## config.mk

```make
export PLATFORM = sky130hd
export DESIGN_NAME = gpu_cmd_top
export DESIGN_NICKNAME = d
export VERILOG_FILES = /design/src/gpu_cmd_pkg.sv /design/src/command_fifo.sv /design/src/gpu_cmd_top.sv /design/src/register_file.sv /design/src/spi_cmd_receiver.sv
export VERILOG_INCLUDE_DIRS = /design/src
export SDC_FILE = /design/constraint.sdc
export NUM_CORES = 2
export LEC_CHECK = 0
export BUFFER_PORTS_ARGS = -buffer_cell sky130_fd_sc_hd__buf_2
export CAP_MARGIN = 20
export CORE_UTILIZATION = 43
export CTS_BUF_LIST = sky130_fd_sc_hd__clkbuf_16
export DETAILED_ROUTE_END_ITERATION = 6
export PLACE_DENSITY = 0.62
export RECOVER_POWER = 100
export SLEW_MARGIN = 40
export SYNTH_ARGS = -nofsm -noshare
export SYNTH_HDL_FRONTEND = slang
export SYNTH_HIERARCHICAL = 1
export SYNTH_SLANG_ARGS = --single-unit
```

## constraint.sdc

```tcl
create_clock -name clk_core -period 8.85 [get_ports clk_core]
set_input_delay 0 -clock clk_core [delete_from_list [all_inputs] [get_ports clk_core]]
set_output_delay 0 -clock clk_core [all_outputs]
set_load 0.005 [all_outputs]
```

## src/gpu_cmd_params.svh

```systemverilog
`ifndef GPU_CMD_PARAMS_SVH
`define GPU_CMD_PARAMS_SVH

// ========================================
// SPI frame
// ========================================

// rw bit, 7-bit address, 64 data bits, MSB first
`define GPU_FRAME_BITS 72

// ========================================
// Command FIFO
// ========================================

`define GPU_CMD_FIFO_DEPTH 32
// Near-full warning raised at or above this count
`define GPU_CMD_ALMOST_FULL 30
`define GPU_CMD_COUNT_W 6

// ========================================
// Register map
// ========================================

`define GPU_REG_COLOR 7'h00
// Vertex writes, with and without triangle kick
`define GPU_REG_VERTEX_NOKICK 7'h06
`define GPU_REG_VERTEX_KICK 7'h07
`define GPU_REG_TRI_MODE 7'h30
`define GPU_REG_Z_RANGE 7'h31
`define GPU_REG_FB_DRAW 7'h40

`endif

```

## src/gpu_cmd_pkg.sv

```systemverilog
package gpu_cmd_pkg;

    // ========================================
    // Command path
    // ========================================

    // One queued write, rw bit already stripped
    typedef struct packed {
        logic [6:0]  addr;
        logic [63:0] data;
    } cmd_entry_t;

    // SPI receiver FSM
    typedef enum logic [1:0] {
        SPI_IDLE    = 2'd0,
        SPI_SHIFT   = 2'd1,
        SPI_DISCARD = 2'd2
    } spi_state_e;

    // ========================================
    // Triangle setup
    // ========================================

    // Screen position, depth and RGB888 color
    typedef struct packed {
        logic [15:0] x;
        logic [15:0] y;
        logic [24:0] z;
        logic [23:0] color;
    } vertex_t;

    // Slot 0 in the low bits
    typedef struct packed {
        vertex_t [2:0] v;
    } triangle_t;

    // ========================================
    // Render settings
    // ========================================

    // Depth test function
    typedef enum logic [2:0] {
        Z_LESS     = 3'd0,
        Z_LEQUAL   = 3'd1,
        Z_EQUAL    = 3'd2,
        Z_GEQUAL   = 3'd3,
        Z_GREATER  = 3'd4,
        Z_NOTEQUAL = 3'd5,
        Z_ALWAYS   = 3'd6,
        Z_NEVER    = 3'd7
    } z_compare_e;

    typedef struct packed {
        logic       gouraud;
        logic       z_test;
        logic       z_write;
        logic       color_write;
        z_compare_e z_compare;
    } tri_mode_t;

    // fb_draw holds address bits 31:12 of the draw buffer
    typedef struct packed {
        tri_mode_t   mode;
        logic [15:0] z_range_min;
        logic [15:0] z_range_max;
        logic [19:0] fb_draw;
    } render_cfg_t;

endpackage

```

## src/command_fifo.sv

```systemverilog
`include "gpu_cmd_params.svh"

module command_fifo (
    input  logic                    clk_core,
    input  logic                    rst_n,
    input  logic                    push,
    input  gpu_cmd_pkg::cmd_entry_t push_entry,
    input  logic                    pop,
    output gpu_cmd_pkg::cmd_entry_t head,
    output logic                    full,
    output logic                    almost_full,
    output logic                    empty
);

    import gpu_cmd_pkg::*;

    localparam int PTR_W = $clog2(`GPU_CMD_FIFO_DEPTH);
    localparam logic [`GPU_CMD_COUNT_W:0] DEPTH   = `GPU_CMD_FIFO_DEPTH;
    localparam logic [`GPU_CMD_COUNT_W:0] AF_MARK = `GPU_CMD_ALMOST_FULL;

    cmd_entry_t                mem [`GPU_CMD_FIFO_DEPTH];
    logic [PTR_W-1:0]          wr_ptr;
    logic [PTR_W-1:0]          rd_ptr;
    logic [`GPU_CMD_COUNT_W:0] count;
    logic [`GPU_CMD_COUNT_W:0] count_nxt;

    // ========================================
    // Storage
    // ========================================

    // Full check lives in the receiver
    always_ff @(posedge clk_core) begin
        if (push) begin
            mem[wr_ptr] <= push_entry;
        end
    end

    // Fall-through head, no output register
    assign head = mem[rd_ptr];

    // ========================================
    // Pointers and occupancy
    // ========================================

    // Push and pop together leave count alone
    always_comb begin
        case ({push, pop})
            2'b10:   count_nxt = count + 1'b1;
            2'b01:   count_nxt = count - 1'b1;
            default: count_nxt = count;
        endcase
    end

    always_ff @(posedge clk_core) begin
        if (!rst_n) begin
            wr_ptr      <= '0;
            rd_ptr      <= '0;
            count       <= '0;
            almost_full <= 1'b0;
        end else begin
            // Power-of-two depth, pointers wrap on their own
            if (push) begin
                wr_ptr <= wr_ptr + 1'b1;
            end
            if (pop) begin
                rd_ptr <= rd_ptr + 1'b1;
            end
            count       <= count_nxt;
            // Registered flag, in step with count
            almost_full <= (count_nxt >= AF_MARK);
        end
    end

    assign empty = (count == '0);
    assign full  = (count == DEPTH);

    // Consumer side owns the empty check
    a_no_pop_when_empty: assert property (
        @(posedge clk_core) disable iff (!rst_n) !(pop && empty)
    ) else $error("pop while command FIFO empty");

    a_count_bound: assert property (
        @(posedge clk_core) disable iff (!rst_n) count <= DEPTH
    ) else $error("command FIFO count above depth");

endmodule

```

## src/gpu_cmd_top.sv

```systemverilog
module gpu_cmd_top (
    input  logic                     clk_core,
    input  logic                     rst_n,
    input  logic                     spi_sck,
    input  logic                     spi_mosi,
    input  logic                     spi_cs_n,
    input  logic                     tri_ready,
    output logic                     gpio_cmd_full,
    output logic                     gpio_cmd_empty,
    output logic                     tri_valid,
    output gpu_cmd_pkg::triangle_t   tri_data,
    output gpu_cmd_pkg::render_cfg_t cfg
);

    import gpu_cmd_pkg::*;

    // Receiver to FIFO
    logic       push;
    cmd_entry_t push_entry;
    logic       fifo_full;

    // FIFO to register file
    logic       pop;
    cmd_entry_t head;

    // ========================================
    // SPI frame receiver
    // ========================================

    spi_cmd_receiver u_spi_rx (
        .clk_core   (clk_core),
        .rst_n      (rst_n),
        .spi_sck    (spi_sck),
        .spi_mosi   (spi_mosi),
        .spi_cs_n   (spi_cs_n),
        .full       (fifo_full),
        .push       (push),
        .push_entry (push_entry)
    );

    // ========================================
    // Command queue
    // ========================================

    // Near-full and empty go straight to the host GPIOs
    command_fifo u_cmd_fifo (
        .clk_core    (clk_core),
        .rst_n       (rst_n),
        .push        (push),
        .push_entry  (push_entry),
        .pop         (pop),
        .head        (head),
        .full        (fifo_full),
        .almost_full (gpio_cmd_full),
        .empty       (gpio_cmd_empty)
    );

    // ========================================
    // Register decode and triangle setup
    // ========================================

    register_file u_register_file (
        .clk_core  (clk_core),
        .rst_n     (rst_n),
        .empty     (gpio_cmd_empty),
        .head      (head),
        .pop       (pop),
        .tri_ready (tri_ready),
        .tri_valid (tri_valid),
        .tri_data  (tri_data),
        .cfg       (cfg)
    );

endmodule

```

## src/register_file.sv

```systemverilog
`include "gpu_cmd_params.svh"

module register_file (
    input  logic                     clk_core,
    input  logic                     rst_n,
    input  logic                     empty,
    input  gpu_cmd_pkg::cmd_entry_t  head,
    output logic                     pop,
    input  logic                     tri_ready,
    output logic                     tri_valid,
    output gpu_cmd_pkg::triangle_t   tri_data,
    output gpu_cmd_pkg::render_cfg_t cfg
);

    import gpu_cmd_pkg::*;

    logic        stalled;
    logic        is_vertex;
    logic        is_kick;
    logic [23:0] cur_color;
    logic [1:0]  vtx_idx;
    vertex_t     new_vtx;

    // ========================================
    // Command pop
    // ========================================

    // Finished triangle not yet taken by the rasterizer
    assign stalled = tri_valid && !tri_ready;

    // One entry per cycle until the queue runs dry
    assign pop = !empty && !stalled;

    assign is_vertex = (head.addr == `GPU_REG_VERTEX_NOKICK)
                    || (head.addr == `GPU_REG_VERTEX_KICK);
    assign is_kick   = (head.addr == `GPU_REG_VERTEX_KICK);

    // Vertex fields from the data word
    always_comb begin
        new_vtx.x     = head.data[15:0];
        new_vtx.y     = head.data[31:16];
        new_vtx.z     = head.data[56:32];
        // Flat color latched by the last COLOR write
        new_vtx.color = cur_color;
    end

    // ========================================
    // Configuration registers
    // ========================================

    always_ff @(posedge clk_core) begin
        if (!rst_n) begin
            cfg       <= '0;
            cur_color <= '0;
            vtx_idx   <= '0;
            tri_valid <= 1'b0;
        end else begin
            // Handshake done
            if (tri_valid && tri_ready) begin
                tri_valid <= 1'b0;
            end
            if (pop) begin
                case (head.addr)
                    `GPU_REG_COLOR: begin
                        cur_color <= head.data[23:0];
                    end
                    `GPU_REG_TRI_MODE: begin
                        // Bit 1 reserved
                        cfg.mode.gouraud     <= head.data[0];
                        cfg.mode.z_test      <= head.data[2];
                        cfg.mode.z_write     <= head.data[3];
                        cfg.mode.color_write <= head.data[4];
                        cfg.mode.z_compare   <= z_compare_e'(head.data[7:5]);
                    end
                    `GPU_REG_Z_RANGE: begin
                        cfg.z_range_min <= head.data[15:0];
                        cfg.z_range_max <= head.data[31:16];
                    end
                    `GPU_REG_FB_DRAW: begin
                        // 4 KiB aligned base
                        cfg.fb_draw <= head.data[31:12];
                    end
                    `GPU_REG_VERTEX_NOKICK, `GPU_REG_VERTEX_KICK: begin
                        // Slot order 0, 1, 2, back to 0
                        vtx_idx <= (vtx_idx == 2'd2) ? 2'd0 : vtx_idx + 2'd1;
                        // Only a kick into the last slot completes a triangle
                        if (is_kick && vtx_idx == 2'd2) begin
                            tri_valid <= 1'b1;
                        end
                    end
                    default: begin
                        // Unmapped, dropped
                    end
                endcase
            end
        end
    end

    // ========================================
    // Vertex slots
    // ========================================

    // Frozen while stalled since pop is low
    always_ff @(posedge clk_core) begin
        if (pop && is_vertex) begin
            tri_data.v[vtx_idx] <= new_vtx;
        end
    end

    // Valid/ready hold across cycles
    a_tri_hold: assert property (
        @(posedge clk_core) disable iff (!rst_n)
        (tri_valid && !tri_ready) |=> (tri_valid && $stable(tri_data))
    ) else $error("triangle changed or dropped while stalled");

endmodule

```

## src/spi_cmd_receiver.sv

```systemverilog
`include "gpu_cmd_params.svh"

module spi_cmd_receiver (
    input  logic                    clk_core,
    input  logic                    rst_n,
    input  logic                    spi_sck,
    input  logic                    spi_mosi,
    input  logic                    spi_cs_n,
    input  logic                    full,
    output logic                    push,
    output gpu_cmd_pkg::cmd_entry_t push_entry
);

    import gpu_cmd_pkg::*;

    localparam int FRAME_BITS = `GPU_FRAME_BITS;
    // Room to count one bit past a full frame
    localparam int CNT_W = $clog2(FRAME_BITS + 2);

    logic [1:0]            sck_sync;
    logic [1:0]            mosi_sync;
    logic [1:0]            cs_sync;
    logic                  sck_prev;
    logic                  cs_prev;
    logic                  sck_rise;
    logic                  cs_fall;
    logic                  cs_rise;
    spi_state_e            state;
    logic [CNT_W-1:0]      bit_cnt;
    logic [FRAME_BITS-1:0] shift_reg;
    logic                  frame_ok;

    // ========================================
    // Pin synchronizers
    // ========================================

    // Two flops per pin, one more on sck and cs_n for edges
    always_ff @(posedge clk_core) begin
        if (!rst_n) begin
            sck_sync  <= 2'b00;
            mosi_sync <= 2'b00;
            cs_sync   <= 2'b11;
            sck_prev  <= 1'b0;
            cs_prev   <= 1'b1;
        end else begin
            sck_sync  <= {sck_sync[0], spi_sck};
            mosi_sync <= {mosi_sync[0], spi_mosi};
            cs_sync   <= {cs_sync[0], spi_cs_n};
            sck_prev  <= sck_sync[1];
            cs_prev   <= cs_sync[1];
        end
    end

    // Mode 0, sample on rising sck
    assign sck_rise = sck_sync[1] && !sck_prev;
    assign cs_fall  = !cs_sync[1] && cs_prev;
    assign cs_rise  = cs_sync[1] && !cs_prev;

    // ========================================
    // Frame FSM
    // ========================================

    // Exact length, write frame, room in the FIFO
    assign frame_ok = (bit_cnt == CNT_W'(FRAME_BITS))
                   && !shift_reg[FRAME_BITS-1]
                   && !full;

    always_ff @(posedge clk_core) begin
        if (!rst_n) begin
            state   <= SPI_IDLE;
            bit_cnt <= '0;
            push    <= 1'b0;
        end else begin
            // Single-cycle strobe
            push <= 1'b0;
            case (state)
                SPI_IDLE: begin
                    if (cs_fall) begin
                        state   <= SPI_SHIFT;
                        bit_cnt <= '0;
                    end
                end
                SPI_SHIFT: begin
                    if (cs_rise) begin
                        push  <= frame_ok;
                        state <= SPI_IDLE;
                    end else if (sck_rise) begin
                        bit_cnt <= bit_cnt + 1'b1;
                        // Bit 73 arriving, frame too long
                        if (bit_cnt == CNT_W'(FRAME_BITS)) begin
                            state <= SPI_DISCARD;
                        end
                    end
                end
                SPI_DISCARD: begin
                    // Swallow the rest until deselect
                    if (cs_rise) begin
                        state <= SPI_IDLE;
                    end
                end
                default: state <= SPI_IDLE;
            endcase
        end
    end

    // Payload shift, MSB first
    always_ff @(posedge clk_core) begin
        if (state == SPI_SHIFT && sck_rise && !cs_rise) begin
            shift_reg <= {shift_reg[FRAME_BITS-2:0], mosi_sync[1]};
        end
    end

    // Held stable in SPI_IDLE while push is out
    assign push_entry = shift_reg[FRAME_BITS-2:0];

    // Overflow is dropped here, never pushed
    a_no_push_when_full: assert property (
        @(posedge clk_core) disable iff (!rst_n) !(push && full)
    ) else $error("push while command FIFO full");

endmodule

```

# [Yosys cells after proc, flatten, opt, wreduce, memory -nomap -nowiden]
# Memory sizes are Yosys's and may differ from the RTL's. A register that Yosys moved wholly into a read port is not among the register bits.
# Cells that the tools add are included.
[op_classes] n_addsub=6 order_cmp=3 n_eq_ne=18 n_mux=23 reduce_logical=36
[op_table] cell="$bwmux 243" n=1
[op_table] cell="$demux 81 s2" n=1
[op_table] cell="$mux 81" n=1
[op_table] cell="$pmux 7 s2" n=2
[op_table] cell="$eq 7x6->1 const B" n=3
[op_table] cell="$mux 7" n=3
[op_table] cell="$add 7x1->7 const B" n=2
[op_table] cell="$eq 7x3->1 const B" n=2
[op_table] cell="$eq 7x7->1 const B" n=2
[op_table] cell="$logic_not 7->1" n=2
[op_table] cell="$logic_and 1x1->1" n=13
[op_table] cell="$mux 2" n=6
[op_table] cell="$add 5x1->5 const B" n=2
[op_table] cell="$mux 5" n=2
[op_table] cell="$reduce_and 2->1" n=5
[op_table] cell="$logic_not 1->1" n=9
[op_table] cell="$reduce_and 4->1" n=2
[op_table] cell="$ge 7x5->1 const B" n=1
[op_table] cell="$sub 7x1->7 const B" n=1
[op_table] cell="$eq 2x2->1 const B" n=3
[op_table] cell="$mux 1" n=6
[op_table] cell="$ne 2x1->1 const B" n=3
[op_table] cell="$ne 3x1->1 const B" n=2
[op_table] cell="$pmux 2 s3" n=1
[op_table] cell="other kinds (10)" n=11
[word_totals] regBits=437 ramBits=2272 in_bits=6 output_inout_bits=305 mem_count=1
[memory_table] name="u_cmd_fifo.mem" words=32 width=71 read_ports=1 rd_ports_with_merged_regs=1 write_ports=1 line="command_fifo.sv:21" source="cmd_entry_t mem [`GPU_CMD_FIFO_DEPTH];"

# [Logic depth before layout (Yosys ltp)]
[depth] ltp_word=7 depth_mapped=15 mapped_depth_nobuf=12

# [Cells and area by module]
# The synthesis kept the hierarchy.
[by_module_without_submodules] module="command_fifo" instances=1 cells_per_inst=3480 area_per_inst_um2=87269.9 seq_area_each_um2=68685.9
[by_module_without_submodules] module="register_file" instances=1 cells_per_inst=584 area_per_inst_um2=10503.8 seq_area_each_um2=9018.6
[by_module_without_submodules] module="spi_cmd_receiver" instances=1 cells_per_inst=224 area_per_inst_um2=3473.3 seq_area_each_um2=2522.4

# [Worst setup path before layout]
# OpenSTA, ideal clock, no wires.
[synth_timing] path_type="register -> register" from="reg (tool-made name)" to="reg, netlist name u_register_file/tri_data[100]" setup_time_ns=0.637 arrival_time_ns=8.587 required_time_ns=8.213 setup_slack_ns=-0.374 stages_incl_launch_ff=10 period_less_slack_ns=9.224 cell_sequence="dfxtp_1 clkbuf_1 clkbuf_1 buf_1 mux4_2 mux4_2 mux2_2 nor3_4 nand4_1 nor3b_1"

# [Worst setup path after layout]
[layout_timing] from="reg u_spi_rx.push" to="mem u_cmd_fifo/mem[21][55] (netlist bit) (enable)"
[layout_via] elab_chain_len=2
[layout_rtl] element="from (decl)" line="spi_cmd_receiver.sv:10" source="output logic push,"
[layout_rtl] element="from (signal assigned)" line="spi_cmd_receiver.sv:85" source="push <= frame_ok;"
[layout_rtl] element="$mux 1" line="command_fifo.sv:33" source="if (push) begin"
[layout_rtl] element="$mux 1 (implied by the code)" line="command_fifo.sv:34" source="mem[wr_ptr] <= push_entry;"
[layout_rtl] element="to (decl)" line="command_fifo.sv:21"
# No other way between the ends.

==> metrics.md <==
| Metric | Value |
|---|---|
| TritonCTS clock tree | yes |
| Sw frac | 18.9% |
| Clock transition at path regs | 0.06 ns |
| CP Launch Point | u_spi_rx/push |
| Minimum clock period | between 7 and 8 ns |
| Slew @ Worst Pin | 4.37 ns |
| Synth warn | 6 |
| Syn Inst Count | 3980 |
| Syn_nets | 3996 |
| Post-cts repair resize count | 0 |
| Syn avg cell area | 23.3 um^2 |
| Unrepaired setup endpoints after global routing | no |
| Most Used Layer, Global Route | met2 |
| Mapped Area | 0.0928 mm^2 |
| TritonCTS Buffers | about 280 |
| VDD IR max | 201 uV |
| Logic pwr share | 0.2% |
| GR Layer Usage met2 | roughly a third |
| Via count | 43.3k |
| Final Setup Violations | 0 |
| Core box area | between 0.2 and 0.25 mm^2 |
| Critical Path RT | between 9 and 10 ns |
| Pre-Repair DR Iteration Count | 7 |
| Dpl ws | 3.36 ns |
| Initial core utilization | 43.2% |
| Outcome | finished with violations |
| Number of global-route vias before repair | 43.2k |
| Fillers | roughly 17k |
| Setup crit start kind | register |
| Worst skew pair latency | 0.93 ns |
| Reg2Reg Depth | 4 |
| Std cell rows | 170 |
| P_leak | 30.3 nW |
| # DRC | 2 |
| CTS Sinks | ~2.5k |
| Post-route setup slack | 1.81 ns |
| Failing checks | DRC, capacitance limit, slew limit |
| Initial antenna violation count | 9 |
| Htree depth | 5 |
| NetSw | 4.45 mW |
| CP endpoint | u_cmd_fifo/mem[21][55] |
| Drt wl/cell | 29.2 um |
| Routed Antenna Nets | 0 |
| Critical Path Sink Type | register |
| Tcrit/Tclk final | 79.5% |
| Port Buffer Count | 310 |
| Die width | 467 um |
| Die area | 0.218 mm^2 |
| Die Y | around 470 um |
| Layout cell share with drive strength beyond 1 | 25.8% |
| Root Driver | clkbuf_16 |
| Area growth, synth to finish | 14.1% |
| All-layer global routing usage | 20.1% |
| Clock skew after layout | between 0.07 and 0.08 ns |
| DRT iter0 DRCs | about 4.7k |
| Pint | about 19 mW |
| Slew Viols, Final | 2022 |
| Post-CTS Setup Bufs | 0 |
| First-pass GRT wire length | 314000 um |
| Slew headroom | -192% |
| Met3 usage | 3.27% |
| Gr ovfl total | 0 |
| CP Class | register to register |
| Sequential power share | 54.1% |
| Type of the tightest min-delay check | primary input to register |
| Max reg flops | 2048 |
| Critical Path Most Common Cell | clkbuf_1 |
| Slowest CP cell | clkbuf_1 |
| Reg2Reg Setup Slack | 1.81 ns |
| Peak Freq | 0.142 GHz |
| Critical path data arrival time | ~7.5 ns |
| DP HPWL | 119000 um |
| Reg2reg end | u_cmd_fifo/mem[21][55] |
| CP max FO | 27 |
| Vias per inst | 5.75 |
| Met1 GRT Util | 28.3% |
| Clock network power share | 45.7% |
| Routed WL | ~220000 um |
| Ports | 311 |
| Max incr delay on CP | 1.98 ns |
| Largest net degree at the start of global routing | 100 |
| Hold Fails Final Rpt | 0 |
| Bufs on Longest Clock Path | 4 |
| Final nets | 4518 |
| Reg-to-Reg Start | u_spi_rx/push |
| Final setup TNS | 0 ns |
| Max Cap Violations | 77 |
| Pwr per Cell Area | ~220 mW/mm^2 |
| Gpl congestion | 0.754 |
| Cell-by-cell listing of the critical path | nand2_1 > nor2_1 > clkbuf_1 > clkbuf_1 |
==> placed cells by master (no fill, tap or decap), types with 42 or more instances in the layout <==
cell type     n
buf_2       141
mux4_2      621
nand3_1      53
inv_1        58
dfxtp_1     123
nand2_1     130
clkbuf_16   283
o21ai_0      81
mux2i_1      63
nor2_1       55
edfxtp_1   2363
clkinv_1     59
clkbuf_1    315
mux2_1       42
==> power groups by stage <==
| stage | Sequential, mW | Combinational [mW] | Clock, mW |
|---|---|---|---|
| finish | 12.7 | 0.0472 | 10.8 |
| global route | 12.7 | 0.0513 | 11.4 |
| CTS | 12.7 | 0.0454 | 11.0 |
| detailed placement | 13.0 | 0.0415 | 0 |
| global placement | 13.0 | 0.0366 | 0 |
| floorplan | 13.0 | 0.0302 | 0 |
==> stage by stage <==
step	hold WS, ns	util (%)	instances	power, mW	area [um^2]
floorplan	0.0730	-	3980	13.0	92800
global placement	0.217	45.5	6957	13.0	97600
detailed placement	0.212	45.9	7005	13.0	98500
CTS	0.217	49.9	7483	23.7	107000
global route	0.276	49.4	7528	24.2	106000
finish	0.277	49.4	7531	23.5	106000
==> timing repair <==
action | CTS | global route
hold buffers | 13 | 0
hold endpoints to repair | 59 | 0
setup endpoints to repair | 0 | 0
==> final cells by class <==
cell class | instances | area (um^2) | area share [%]
multi-input combinational | 1203 | 17800 | 16.8
clock inverter | 182 | 1350 | 1.27
sequential | 2490 | 73500 | 69.4
clock buffer | 283 | 7080 | 6.69
antenna | 3 | 7.51 | 0.00709
inverter | 10 | 37.5 | 0.0354
timing repair buffer | 522 | 2620 | 2.47
tap | 2838 | 3550 | 3.35
==> critical path, delay by kind of cell (launching register included) <==
kind | cells | cell delay [ns]
flip-flops | 1 | 0.66
AND/OR/NAND/NOR | 2 | 2.03
buffers and inverters | 2 | 3.78
==> worst min-delay path by stage <==
stage	startpoint	endpoint	slack, ns	depth (start not counted)
6_report	rst_n	u_spi_rx/cs_sync[1]	0.28	4
5_1_grt	rst_n	u_spi_rx/cs_prev	0.28	4
4_1_cts	rst_n	u_spi_rx/cs_sync[1]	0.22	4
3_5_place_dp	spi_cs_n	u_spi_rx/cs_sync[0]	0.21	2
3_3_place_gp	spi_mosi	u_spi_rx/mosi_sync[0]	0.22	2
2_1_floorplan	rst_n	u_spi_rx/cs_sync[1]	0.07	1
==> layer usage <==
layer | share of wire (%) | routed length (um) | vias up
met5 | 0.0059 | 13 | -
met1 | 42 | 92000 | 23500
met4 | 2.2 | 4860 | 2
met2 | 49 | 107000 | 1723
li1 | - | - | 17700
met3 | 7.1 | 15500 | 359
No activity file was read; power rests on OpenSTA's default activity.
